$ cat src/rtl/rename_pkg.sv
`default_nettype none

package rename_pkg;

    // register file sizes
    localparam int PRF_NUM  = 64;
    localparam int PRF_W    = 6;
    localparam int ARCH_NUM = 32;
    localparam int ARCH_W   = 5;

    // busy bitmap out of reset, 0..ARCH_NUM-1 hold the identity mappings
    localparam logic [PRF_NUM-1:0] BUSY_RST = {
        {(PRF_NUM - ARCH_NUM){1'b0}},
        {ARCH_NUM{1'b1}}
    };

    typedef logic [PRF_W-1:0]  prf_num_t;   // physical register index
    typedef logic [ARCH_W-1:0] arch_reg_t;  // architectural register index

endpackage

`default_nettype wire

$ cat src/rtl/alloc_if.sv
`default_nettype none

interface alloc_if;

    logic                 req_0;   // slot 0 wants a new register
    logic                 req_1;
    rename_pkg::prf_num_t prf_0;   // granted registers
    rename_pkg::prf_num_t prf_1;
    logic                 ready;   // every requesting slot can be served

    modport requester (
        output req_0, req_1,
        input  prf_0, prf_1, ready
    );

    modport provider (
        input  req_0, req_1,
        output prf_0, prf_1, ready
    );

endinterface

`default_nettype wire

$ cat src/rtl/commit_if.sv
`default_nettype none

interface commit_if;

    // slot 0 is older in program order
    logic                  valid_0;
    logic                  wr_0;
    rename_pkg::arch_reg_t arch_0;
    rename_pkg::prf_num_t  prf_0;    // committed mapping
    rename_pkg::prf_num_t  stale_0;  // mapping released by this commit

    logic                  valid_1;
    logic                  wr_1;
    rename_pkg::arch_reg_t arch_1;
    rename_pkg::prf_num_t  prf_1;
    rename_pkg::prf_num_t  stale_1;

    modport source (
        output valid_0, wr_0, arch_0, prf_0, stale_0,
        output valid_1, wr_1, arch_1, prf_1, stale_1
    );

    modport sink (
        input valid_0, wr_0, arch_0, prf_0, stale_0,
        input valid_1, wr_1, arch_1, prf_1, stale_1
    );

endinterface

`default_nettype wire

$ cat src/rtl/prf_free_enc.sv
`default_nettype none

module prf_free_enc (
    input  wire logic [rename_pkg::PRF_NUM-1:0] busy,
    output logic                                found,
    output rename_pkg::prf_num_t                idx
);

    // scan from the top so the lowest clear bit is the last one kept
    always_comb begin
        found = 1'b0;
        idx   = '0;
        for (int i = rename_pkg::PRF_NUM - 1; i >= 0; i--) begin
            if (!busy[i]) begin
                found = 1'b1;
                idx   = rename_pkg::prf_num_t'(i);
            end
        end
    end

endmodule

`default_nettype wire

$ cat src/rtl/free_list.sv
`default_nettype none

module free_list (
    input  wire logic   clk,
    input  wire logic   rst,
    input  wire logic   recover,
    input  wire logic   pause,
    alloc_if.provider   alloc,
    commit_if.sink      cmt
);

    localparam logic [rename_pkg::PRF_NUM-1:0] BIT0 = rename_pkg::PRF_NUM'(1);

    logic [rename_pkg::PRF_NUM-1:0] spec_busy;  // 1 = taken
    logic [rename_pkg::PRF_NUM-1:0] cmt_busy;   // as of the last commit
    logic [rename_pkg::PRF_NUM-1:0] busy_1;     // spec_busy with grant 0 taken out
    logic [rename_pkg::PRF_NUM-1:0] alloc_mask;
    logic [rename_pkg::PRF_NUM-1:0] free_mask;
    logic [rename_pkg::PRF_NUM-1:0] spec_next;
    logic [rename_pkg::PRF_NUM-1:0] cmt_next;

    logic                 found_0;
    logic                 found_1;
    rename_pkg::prf_num_t idx_0;
    rename_pkg::prf_num_t idx_1;
    logic                 fire;
    logic                 cmt_wr_0;
    logic                 cmt_wr_1;

    function automatic logic [rename_pkg::PRF_NUM-1:0] onehot(input rename_pkg::prf_num_t p);
        logic [rename_pkg::PRF_NUM-1:0] v;
        v    = '0;
        v[p] = 1'b1;
        return v;
    endfunction

    prf_free_enc i_enc_0 (
        .busy  (spec_busy),
        .found (found_0),
        .idx   (idx_0)
    );

    assign busy_1 = alloc.req_0 ? (spec_busy | onehot(idx_0)) : spec_busy;

    prf_free_enc i_enc_1 (
        .busy  (busy_1),
        .found (found_1),
        .idx   (idx_1)
    );

    assign alloc.prf_0 = idx_0;
    assign alloc.prf_1 = idx_1;
    assign alloc.ready = (!alloc.req_0 || found_0) && (!alloc.req_1 || found_1);

    assign fire     = alloc.ready && !pause && !recover;
    assign cmt_wr_0 = cmt.valid_0 && cmt.wr_0;
    assign cmt_wr_1 = cmt.valid_1 && cmt.wr_1;

    always_comb begin
        alloc_mask = '0;
        if (fire && alloc.req_0) alloc_mask = alloc_mask | onehot(idx_0);
        if (fire && alloc.req_1) alloc_mask = alloc_mask | onehot(idx_1);

        free_mask = '0;
        if (cmt_wr_0) free_mask = free_mask | onehot(cmt.stale_0);
        if (cmt_wr_1) free_mask = free_mask | onehot(cmt.stale_1);

        // committed side in program order, slot 1 may release slot 0's register
        cmt_next = cmt_busy;
        if (cmt_wr_0) cmt_next = (cmt_next & ~onehot(cmt.stale_0)) | onehot(cmt.prf_0);
        if (cmt_wr_1) cmt_next = (cmt_next & ~onehot(cmt.stale_1)) | onehot(cmt.prf_1);
        cmt_next = cmt_next | BIT0;

        if (recover) begin
            spec_next = cmt_next;  // includes this cycle's commits
        end else begin
            spec_next = ((spec_busy | alloc_mask) & ~free_mask) | BIT0;
        end
    end

    always_ff @(posedge clk) begin
        if (rst) begin
            spec_busy <= rename_pkg::BUSY_RST;
            cmt_busy  <= rename_pkg::BUSY_RST;
        end else begin
            spec_busy <= spec_next;
            cmt_busy  <= cmt_next;
        end
    end

endmodule

`default_nettype wire

$ cat src/rtl/rename_map.sv
`default_nettype none

module rename_map (
    input  wire logic                   clk,
    input  wire logic                   rst,
    input  wire logic                   recover,
    input  wire logic                   pause,
    input  wire logic                   in_valid_0,
    input  wire logic                   in_valid_1,
    input  wire rename_pkg::arch_reg_t  dst_0,
    input  wire rename_pkg::arch_reg_t  dst_1,
    input  wire rename_pkg::arch_reg_t  src1_0,
    input  wire rename_pkg::arch_reg_t  src2_0,
    input  wire rename_pkg::arch_reg_t  src1_1,
    input  wire rename_pkg::arch_reg_t  src2_1,
    output rename_pkg::prf_num_t        src1_prf_0,
    output rename_pkg::prf_num_t        src2_prf_0,
    output rename_pkg::prf_num_t        src1_prf_1,
    output rename_pkg::prf_num_t        src2_prf_1,
    output rename_pkg::prf_num_t        dst_prf_0,
    output rename_pkg::prf_num_t        dst_prf_1,
    output rename_pkg::prf_num_t        stale_prf_0,
    output rename_pkg::prf_num_t        stale_prf_1,
    output logic                        rename_ready,
    alloc_if.requester                  alloc,
    commit_if.sink                      cmt
);

    rename_pkg::prf_num_t spec_map [rename_pkg::ARCH_NUM];
    rename_pkg::prf_num_t cmt_map  [rename_pkg::ARCH_NUM];
    rename_pkg::prf_num_t cmt_next [rename_pkg::ARCH_NUM];

    logic fire;

    // x0 never allocates, so entry 0 stays at physical 0
    assign alloc.req_0 = in_valid_0 && (dst_0 != '0);
    assign alloc.req_1 = in_valid_1 && (dst_1 != '0);

    assign rename_ready = alloc.ready;
    assign fire         = alloc.ready && !pause && !recover;

    assign src1_prf_0 = spec_map[src1_0];
    assign src2_prf_0 = spec_map[src2_0];

    // slot 1 sees slot 0's new mapping
    assign src1_prf_1 = (alloc.req_0 && src1_1 == dst_0) ? alloc.prf_0 : spec_map[src1_1];
    assign src2_prf_1 = (alloc.req_0 && src2_1 == dst_0) ? alloc.prf_0 : spec_map[src2_1];

    assign dst_prf_0 = alloc.req_0 ? alloc.prf_0 : '0;
    assign dst_prf_1 = alloc.req_1 ? alloc.prf_1 : '0;

    assign stale_prf_0 = alloc.req_0 ? spec_map[dst_0] : '0;

    always_comb begin
        if (!alloc.req_1) begin
            stale_prf_1 = '0;
        end else if (alloc.req_0 && dst_1 == dst_0) begin
            stale_prf_1 = alloc.prf_0;  // same destination inside the group
        end else begin
            stale_prf_1 = spec_map[dst_1];
        end
    end

    // committed table after this cycle's commits, younger slot last
    always_comb begin
        cmt_next = cmt_map;
        if (cmt.valid_0 && cmt.wr_0 && cmt.arch_0 != '0) cmt_next[cmt.arch_0] = cmt.prf_0;
        if (cmt.valid_1 && cmt.wr_1 && cmt.arch_1 != '0) cmt_next[cmt.arch_1] = cmt.prf_1;
    end

    always_ff @(posedge clk) begin
        if (rst) begin
            for (int i = 0; i < rename_pkg::ARCH_NUM; i++) begin
                spec_map[i] <= rename_pkg::prf_num_t'(i);  // identity
                cmt_map[i]  <= rename_pkg::prf_num_t'(i);
            end
        end else begin
            cmt_map <= cmt_next;
            if (recover) begin
                spec_map <= cmt_next;
            end else if (fire) begin
                if (alloc.req_0) spec_map[dst_0] <= alloc.prf_0;
                if (alloc.req_1) spec_map[dst_1] <= alloc.prf_1;  // slot 1 wins
            end
        end
    end

endmodule

`default_nettype wire

$ cat src/rtl/rename_stage.sv
`default_nettype none

module rename_stage (
    input  wire logic                   clk,
    input  wire logic                   rst,
    input  wire logic                   recover,
    input  wire logic                   pause,
    // rename slot 0
    input  wire logic                   in_valid_0,
    input  wire rename_pkg::arch_reg_t  dst_0,
    input  wire rename_pkg::arch_reg_t  src1_0,
    input  wire rename_pkg::arch_reg_t  src2_0,
    output rename_pkg::prf_num_t        src1_prf_0,
    output rename_pkg::prf_num_t        src2_prf_0,
    output rename_pkg::prf_num_t        dst_prf_0,
    output rename_pkg::prf_num_t        stale_prf_0,
    // rename slot 1
    input  wire logic                   in_valid_1,
    input  wire rename_pkg::arch_reg_t  dst_1,
    input  wire rename_pkg::arch_reg_t  src1_1,
    input  wire rename_pkg::arch_reg_t  src2_1,
    output rename_pkg::prf_num_t        src1_prf_1,
    output rename_pkg::prf_num_t        src2_prf_1,
    output rename_pkg::prf_num_t        dst_prf_1,
    output rename_pkg::prf_num_t        stale_prf_1,
    output logic                        rename_ready,
    // commit
    input  wire logic                   commit_valid_0,
    input  wire logic                   commit_wr_0,
    input  wire rename_pkg::arch_reg_t  commit_arch_0,
    input  wire rename_pkg::prf_num_t   commit_prf_0,
    input  wire rename_pkg::prf_num_t   commit_stale_0,
    input  wire logic                   commit_valid_1,
    input  wire logic                   commit_wr_1,
    input  wire rename_pkg::arch_reg_t  commit_arch_1,
    input  wire rename_pkg::prf_num_t   commit_prf_1,
    input  wire rename_pkg::prf_num_t   commit_stale_1
);

    alloc_if  alloc ();
    commit_if cmt ();

    assign cmt.valid_0 = commit_valid_0;
    assign cmt.wr_0    = commit_wr_0;
    assign cmt.arch_0  = commit_arch_0;
    assign cmt.prf_0   = commit_prf_0;
    assign cmt.stale_0 = commit_stale_0;
    assign cmt.valid_1 = commit_valid_1;
    assign cmt.wr_1    = commit_wr_1;
    assign cmt.arch_1  = commit_arch_1;
    assign cmt.prf_1   = commit_prf_1;
    assign cmt.stale_1 = commit_stale_1;

    rename_map i_map (
        .clk          (clk),
        .rst          (rst),
        .recover      (recover),
        .pause        (pause),
        .in_valid_0   (in_valid_0),
        .in_valid_1   (in_valid_1),
        .dst_0        (dst_0),
        .dst_1        (dst_1),
        .src1_0       (src1_0),
        .src2_0       (src2_0),
        .src1_1       (src1_1),
        .src2_1       (src2_1),
        .src1_prf_0   (src1_prf_0),
        .src2_prf_0   (src2_prf_0),
        .src1_prf_1   (src1_prf_1),
        .src2_prf_1   (src2_prf_1),
        .dst_prf_0    (dst_prf_0),
        .dst_prf_1    (dst_prf_1),
        .stale_prf_0  (stale_prf_0),
        .stale_prf_1  (stale_prf_1),
        .rename_ready (rename_ready),
        .alloc        (alloc.requester),
        .cmt          (cmt.sink)
    );

    free_list i_free_list (
        .clk     (clk),
        .rst     (rst),
        .recover (recover),
        .pause   (pause),
        .alloc   (alloc.provider),
        .cmt     (cmt.sink)
    );

endmodule

`default_nettype wire

$ cat config.mk
export PLATFORM = sky130hd
export DESIGN_NAME = rename_stage
export DESIGN_NICKNAME = d
export VERILOG_FILES = /design/src/rtl/rename_pkg.sv /design/src/rtl/alloc_if.sv /design/src/rtl/commit_if.sv /design/src/rtl/prf_free_enc.sv /design/src/rtl/free_list.sv /design/src/rtl/rename_map.sv /design/src/rtl/rename_stage.sv
export SDC_FILE = /design/constraint.sdc
export NUM_CORES = 2
export LEC_CHECK = 0
export BUFFER_PORTS_ARGS = -buffer_cell sky130_fd_sc_hd__buf_2
export CORE_ASPECT_RATIO = 1.5
export CORE_MARGIN = 5
export CORE_UTILIZATION = 40
export CTS_BUF_LIST = sky130_fd_sc_hd__clkbuf_16
export DETAILED_ROUTE_END_ITERATION = 16
export GPL_ROUTABILITY_DRIVEN = 0
export HOLD_SLACK_MARGIN = 0.08
export PLACE_DENSITY = 0.52
export SLEW_MARGIN = 25
export SYNTH_ARGS = -nofsm -noshare
export SYNTH_HDL_FRONTEND = slang
export SYNTH_SLANG_ARGS = --single-unit
$ cat constraint.sdc
create_clock -name clk -period 8.39 [get_ports clk]
set_input_delay 0.4195 -clock clk [delete_from_list [all_inputs] [get_ports clk]]
set_output_delay 0.4195 -clock clk [all_outputs]
set_load 0.01 [all_outputs]
==> impl_results.md <==
* Clock insertion delay at the later pin of the skew report at 0.72 ns
* Via count at 42940
* Initial antenna violation count at 11
* Post-CTS resize count at 0
* Synth async-reset ratio at 0%
* Num CTS Buffers at between 50 and 60
* Max-slew headroom at 17.23%
* Residual DRC count at 0
* Fmax at ~140 MHz
* Hold-fix buffers, CTS at 0
* Layout cells sized above 1 at between 20% and 30%
* Clock Path Buffers at 3
* Flop2flop setup slack at 1.74 ns
* Worst Tran Pin Value at 1.239 ns
* Endpoints failing hold at 0
* Crit path DAT at 6.64 ns
* Nets at 4540
* Final wirelength at 223000 µm
* Mean number of vias per cell at roughly 7.4
* Clock sinks at 510
* Global-route wire length before repair at 312000 µm
* Hold Path Stages at 2
* Yosys cell types at 112
* DP Wirelength at 159000 µm
* H-tree depth at 2
* Core area at slightly below 100000 µm²
* Pins over their slew limit at 0
* HP Class: in2reg
* DRT Pass-1 Iters at 9
* IO Count at 123
* Outcome: finished, final reports clean
* Cell count after synthesis at 4606
* Final TNS setup at 0 ns
* Register clock-pin slew on the reported worst setup and hold paths at 0.07 ns
* LEAKAGE at 15.28 nW
* Commonest register cell after synthesis: dfxtp_1
* Simple-Gate Fraction of Synth Area at a little under a fifth
* Post-Synth Adder-Cell Area at 0.05053%
* Fillers at 9871
* Worst-case clock skew at 0.06922 ns
* Setup crit start kind: flip-flop
* DRT antenna net count at 0
* MaxCap Viol Count at 0
* Die height at 395.5 µm
* Worst Setup Path Type: reg2out
* Part of the cycle the worst path needs at 84.10%
* Worst IR Drop VDD at 0.1949 mV
* Max FO, Critical Path at 25
* Total gr overflow at 0
* Rows at between 100 and 150
* Post-Syn Area at 39620 µm²
* Syn_nets at around 4700
* CP Capture Type: primary output
* RSZ-0062 raised after global routing: no
* Largest family of logic cells by synthesized area: multiplexers
* Mux cell area share after synthesis at between 20 and 30%
* Power per cell area at 168.3 nW/µm²
* Min Tclk post-route at 7.056 ns
* Fin cells at 5811
* Synthesis-stage register bit count at 510
* Die X at approximately 270 µm
* Largest net degree at the start of global routing at 150
* XOR/XNOR share of the synthesized area at 0.3316%
* Post-CTS Setup Bufs at 0
* Clk root buf: clkbuf_16
* Layout area overhead at 9.452%
* Req. time, crit path at 7.97 ns
* DR iter-0 viols at about 6300
* Final core utilization at approximately 44%
* Vias in the first global route at 40930
* Placed cell count at 5693
* Synthesized area per cell at 8.602 µm²
* Syn. warnings at 0
* CTS tree: built
* Initial Util at about two fifths
* Number of synthesized flops with an enable pin at 0
* IO Port Bufs at about 120
* Post-synthesis sequential area ratio at 25.77%
* Tot GR Track Use at 40.55%
* Setup violators final at 0
* Wire per inst at 38.37 µm
* Reg2reg path depth at 15
* Compound-cell area share of the yosys netlist at about 24%
* Die area at around 110000 µm²
## path summary, 6_finish.rpt
check	startpoint	to
hold reg to reg	i_free_list.cmt_busy[63]$_SDFF_PP0_	i_free_list.cmt_busy[63]$_SDFF_PP0_
setup reg to reg	i_free_list.spec_busy[23]$_SDFF_PP1_	i_map.spec_map[183]$_SDFFE_PP0P_
hold / removal	recover	i_map.spec_map[10]$_SDFFE_PP1P_
setup / recovery	i_free_list.spec_busy[27]$_SDFF_PP1_	dst_prf_1[0]
## through the flow
stage	cell area (µm²)	worst slack, ns	hold WS [ns]	total power, mW
final	43370	1.334	0.2043	7.298
after global routing	43350	1.192	0.2329	7.404
after CTS	43270	1.516	0.2050	7.194
after floorplan	39620	4.171	0.4370	3.692
after global placement	41240	1.990	0.4475	4.485
after detailed placement	41300	1.904	0.4553	4.497
## layout make-up
| class | count | area (µm²) | area share, % |
|---|---|---|---|
| multi-input combinational | 3608 | 27760 | 64.02 |
| sequential | 510 | 10210 | 23.54 |
| timing repair buffer | 244 | 1614 | 3.722 |
| tap | 1287 | 1610 | 3.713 |
| clock buffer | 58 | 1451 | 3.347 |
| clock inverter | 50 | 526.8 | 1.215 |
| inverter | 44 | 165.2 | 0.3809 |
| antenna | 10 | 25.02 | 0.05771 |
## power breakdown
group / leakage [nW] / internal, mW / switching [mW]
combinational: 10.1 / 0.568 / 1.32
sequential: 4.16 / 2.49 / 0.179
clock: 0.997 / 1.52 / 1.22
total: 15.3 / 4.57 / 2.72
## worst max-delay path, stage by stage, from the launching register on
cell and delay [ns]:
dfxtp_1 0.58, nand4_2 0.30, nor4_1 0.39, a211oi_2 0.19
o21a_2 0.59, nor2_1 0.89, and4_1 0.38, o211ai_1 0.12
nor4b_1 0.42, o211ai_1 0.37, a2111oi_4 0.52, nor2_2 0.27
a21oi_2 0.64, nor2_1 0.07, buf_2 0.17
## cell families (layout without fill, tap and decap cells)
| kind of cell | after synthesis | count (layout) |
|---|---|---|
| AND/OR/NAND/NOR | 1566 | 1566 |
| AO/OA/AOI/OAI | 1446 | 1446 |
| multiplexers | 579 | 579 |
| flip-flops | 510 | 510 |
| buffers and inverters | 488 | 396 |
| XOR/XNOR | 15 | 15 |
| adder cells (fa/ha/maj) | 2 | 2 |
| other | 0 | 10 |
## state kept, by name, summed over array words and instances, names as in the netlist
name / flops
i_free_list.cmt_busy: 63
i_free_list.spec_busy: 63
i_map.cmt_map: 192
i_map.spec_map: 192
## cell usage in the layout (no fill, tap or decap), drive strengths merged, types with 66 or more instances in the layout
cell type and count:
a211oi 95, a21oi 411, a22oi 157, buf 244
dfxtp 510, mux2i 212, mux4 350, nand2 474
nand3 110, nor2 529, nor3 66, o21ai 194
o22ai 124, or2 93
## per-layer routing
metal | vias up | global-route usage (%) | wire length (µm)
li1 | 17510 | - | -
met1 | 20840 | 43.10 | 70730
met2 | 3351 | 63.09 | 99230
met3 | 1231 | 11.56 | 23080
met4 | 6 | 39.85 | 29890
met5 | - | 0 | 59
## Yosys cell counts, drive strengths merged, types with 10 or more instances
cell type / number / area [µm²]
a311oi: 30 / 281.5
nand2: 474 / 1789
o2bb2ai: 14 / 122.6
and2: 21 / 131.4
nor2b: 54 / 337.8
mux2i: 212 / 2122
o32ai: 16 / 147.7
a221o: 13 / 130.1
a31o: 24 / 210.2
o22ai: 124 / 775.7
clkbuf: 308 / 1157
and3: 27 / 168.9
mux4: 350 / 7883
a21oi: 411 / 2068
or2: 93 / 581.8
buf: 136 / 628.1
dfxtp: 510 / 10210
o211ai: 23 / 205.2
or3: 13 / 81.33
nand4: 48 / 352.8
nor3: 66 / 372.9
nor3b: 38 / 290.3
nand3: 110 / 555.5
a31oi: 62 / 409.1
a32oi: 27 / 236.5
mux2: 17 / 191.4
and4: 10 / 87.58
nor4: 20 / 182.7
inv: 44 / 165.2
o31ai: 36 / 284.0
a211oi: 95 / 723.2
nand2b: 32 / 200.2
o21ai: 194 / 974.7
a221oi: 47 / 411.6
a22oi: 157 / 1179
a21o: 20 / 150.1
a22o: 16 / 140.1
o21a: 10 / 77.58
nor2: 529 / 1991
o221ai: 37 / 324.1
No activity file was read; power rests on OpenSTA's default activity.
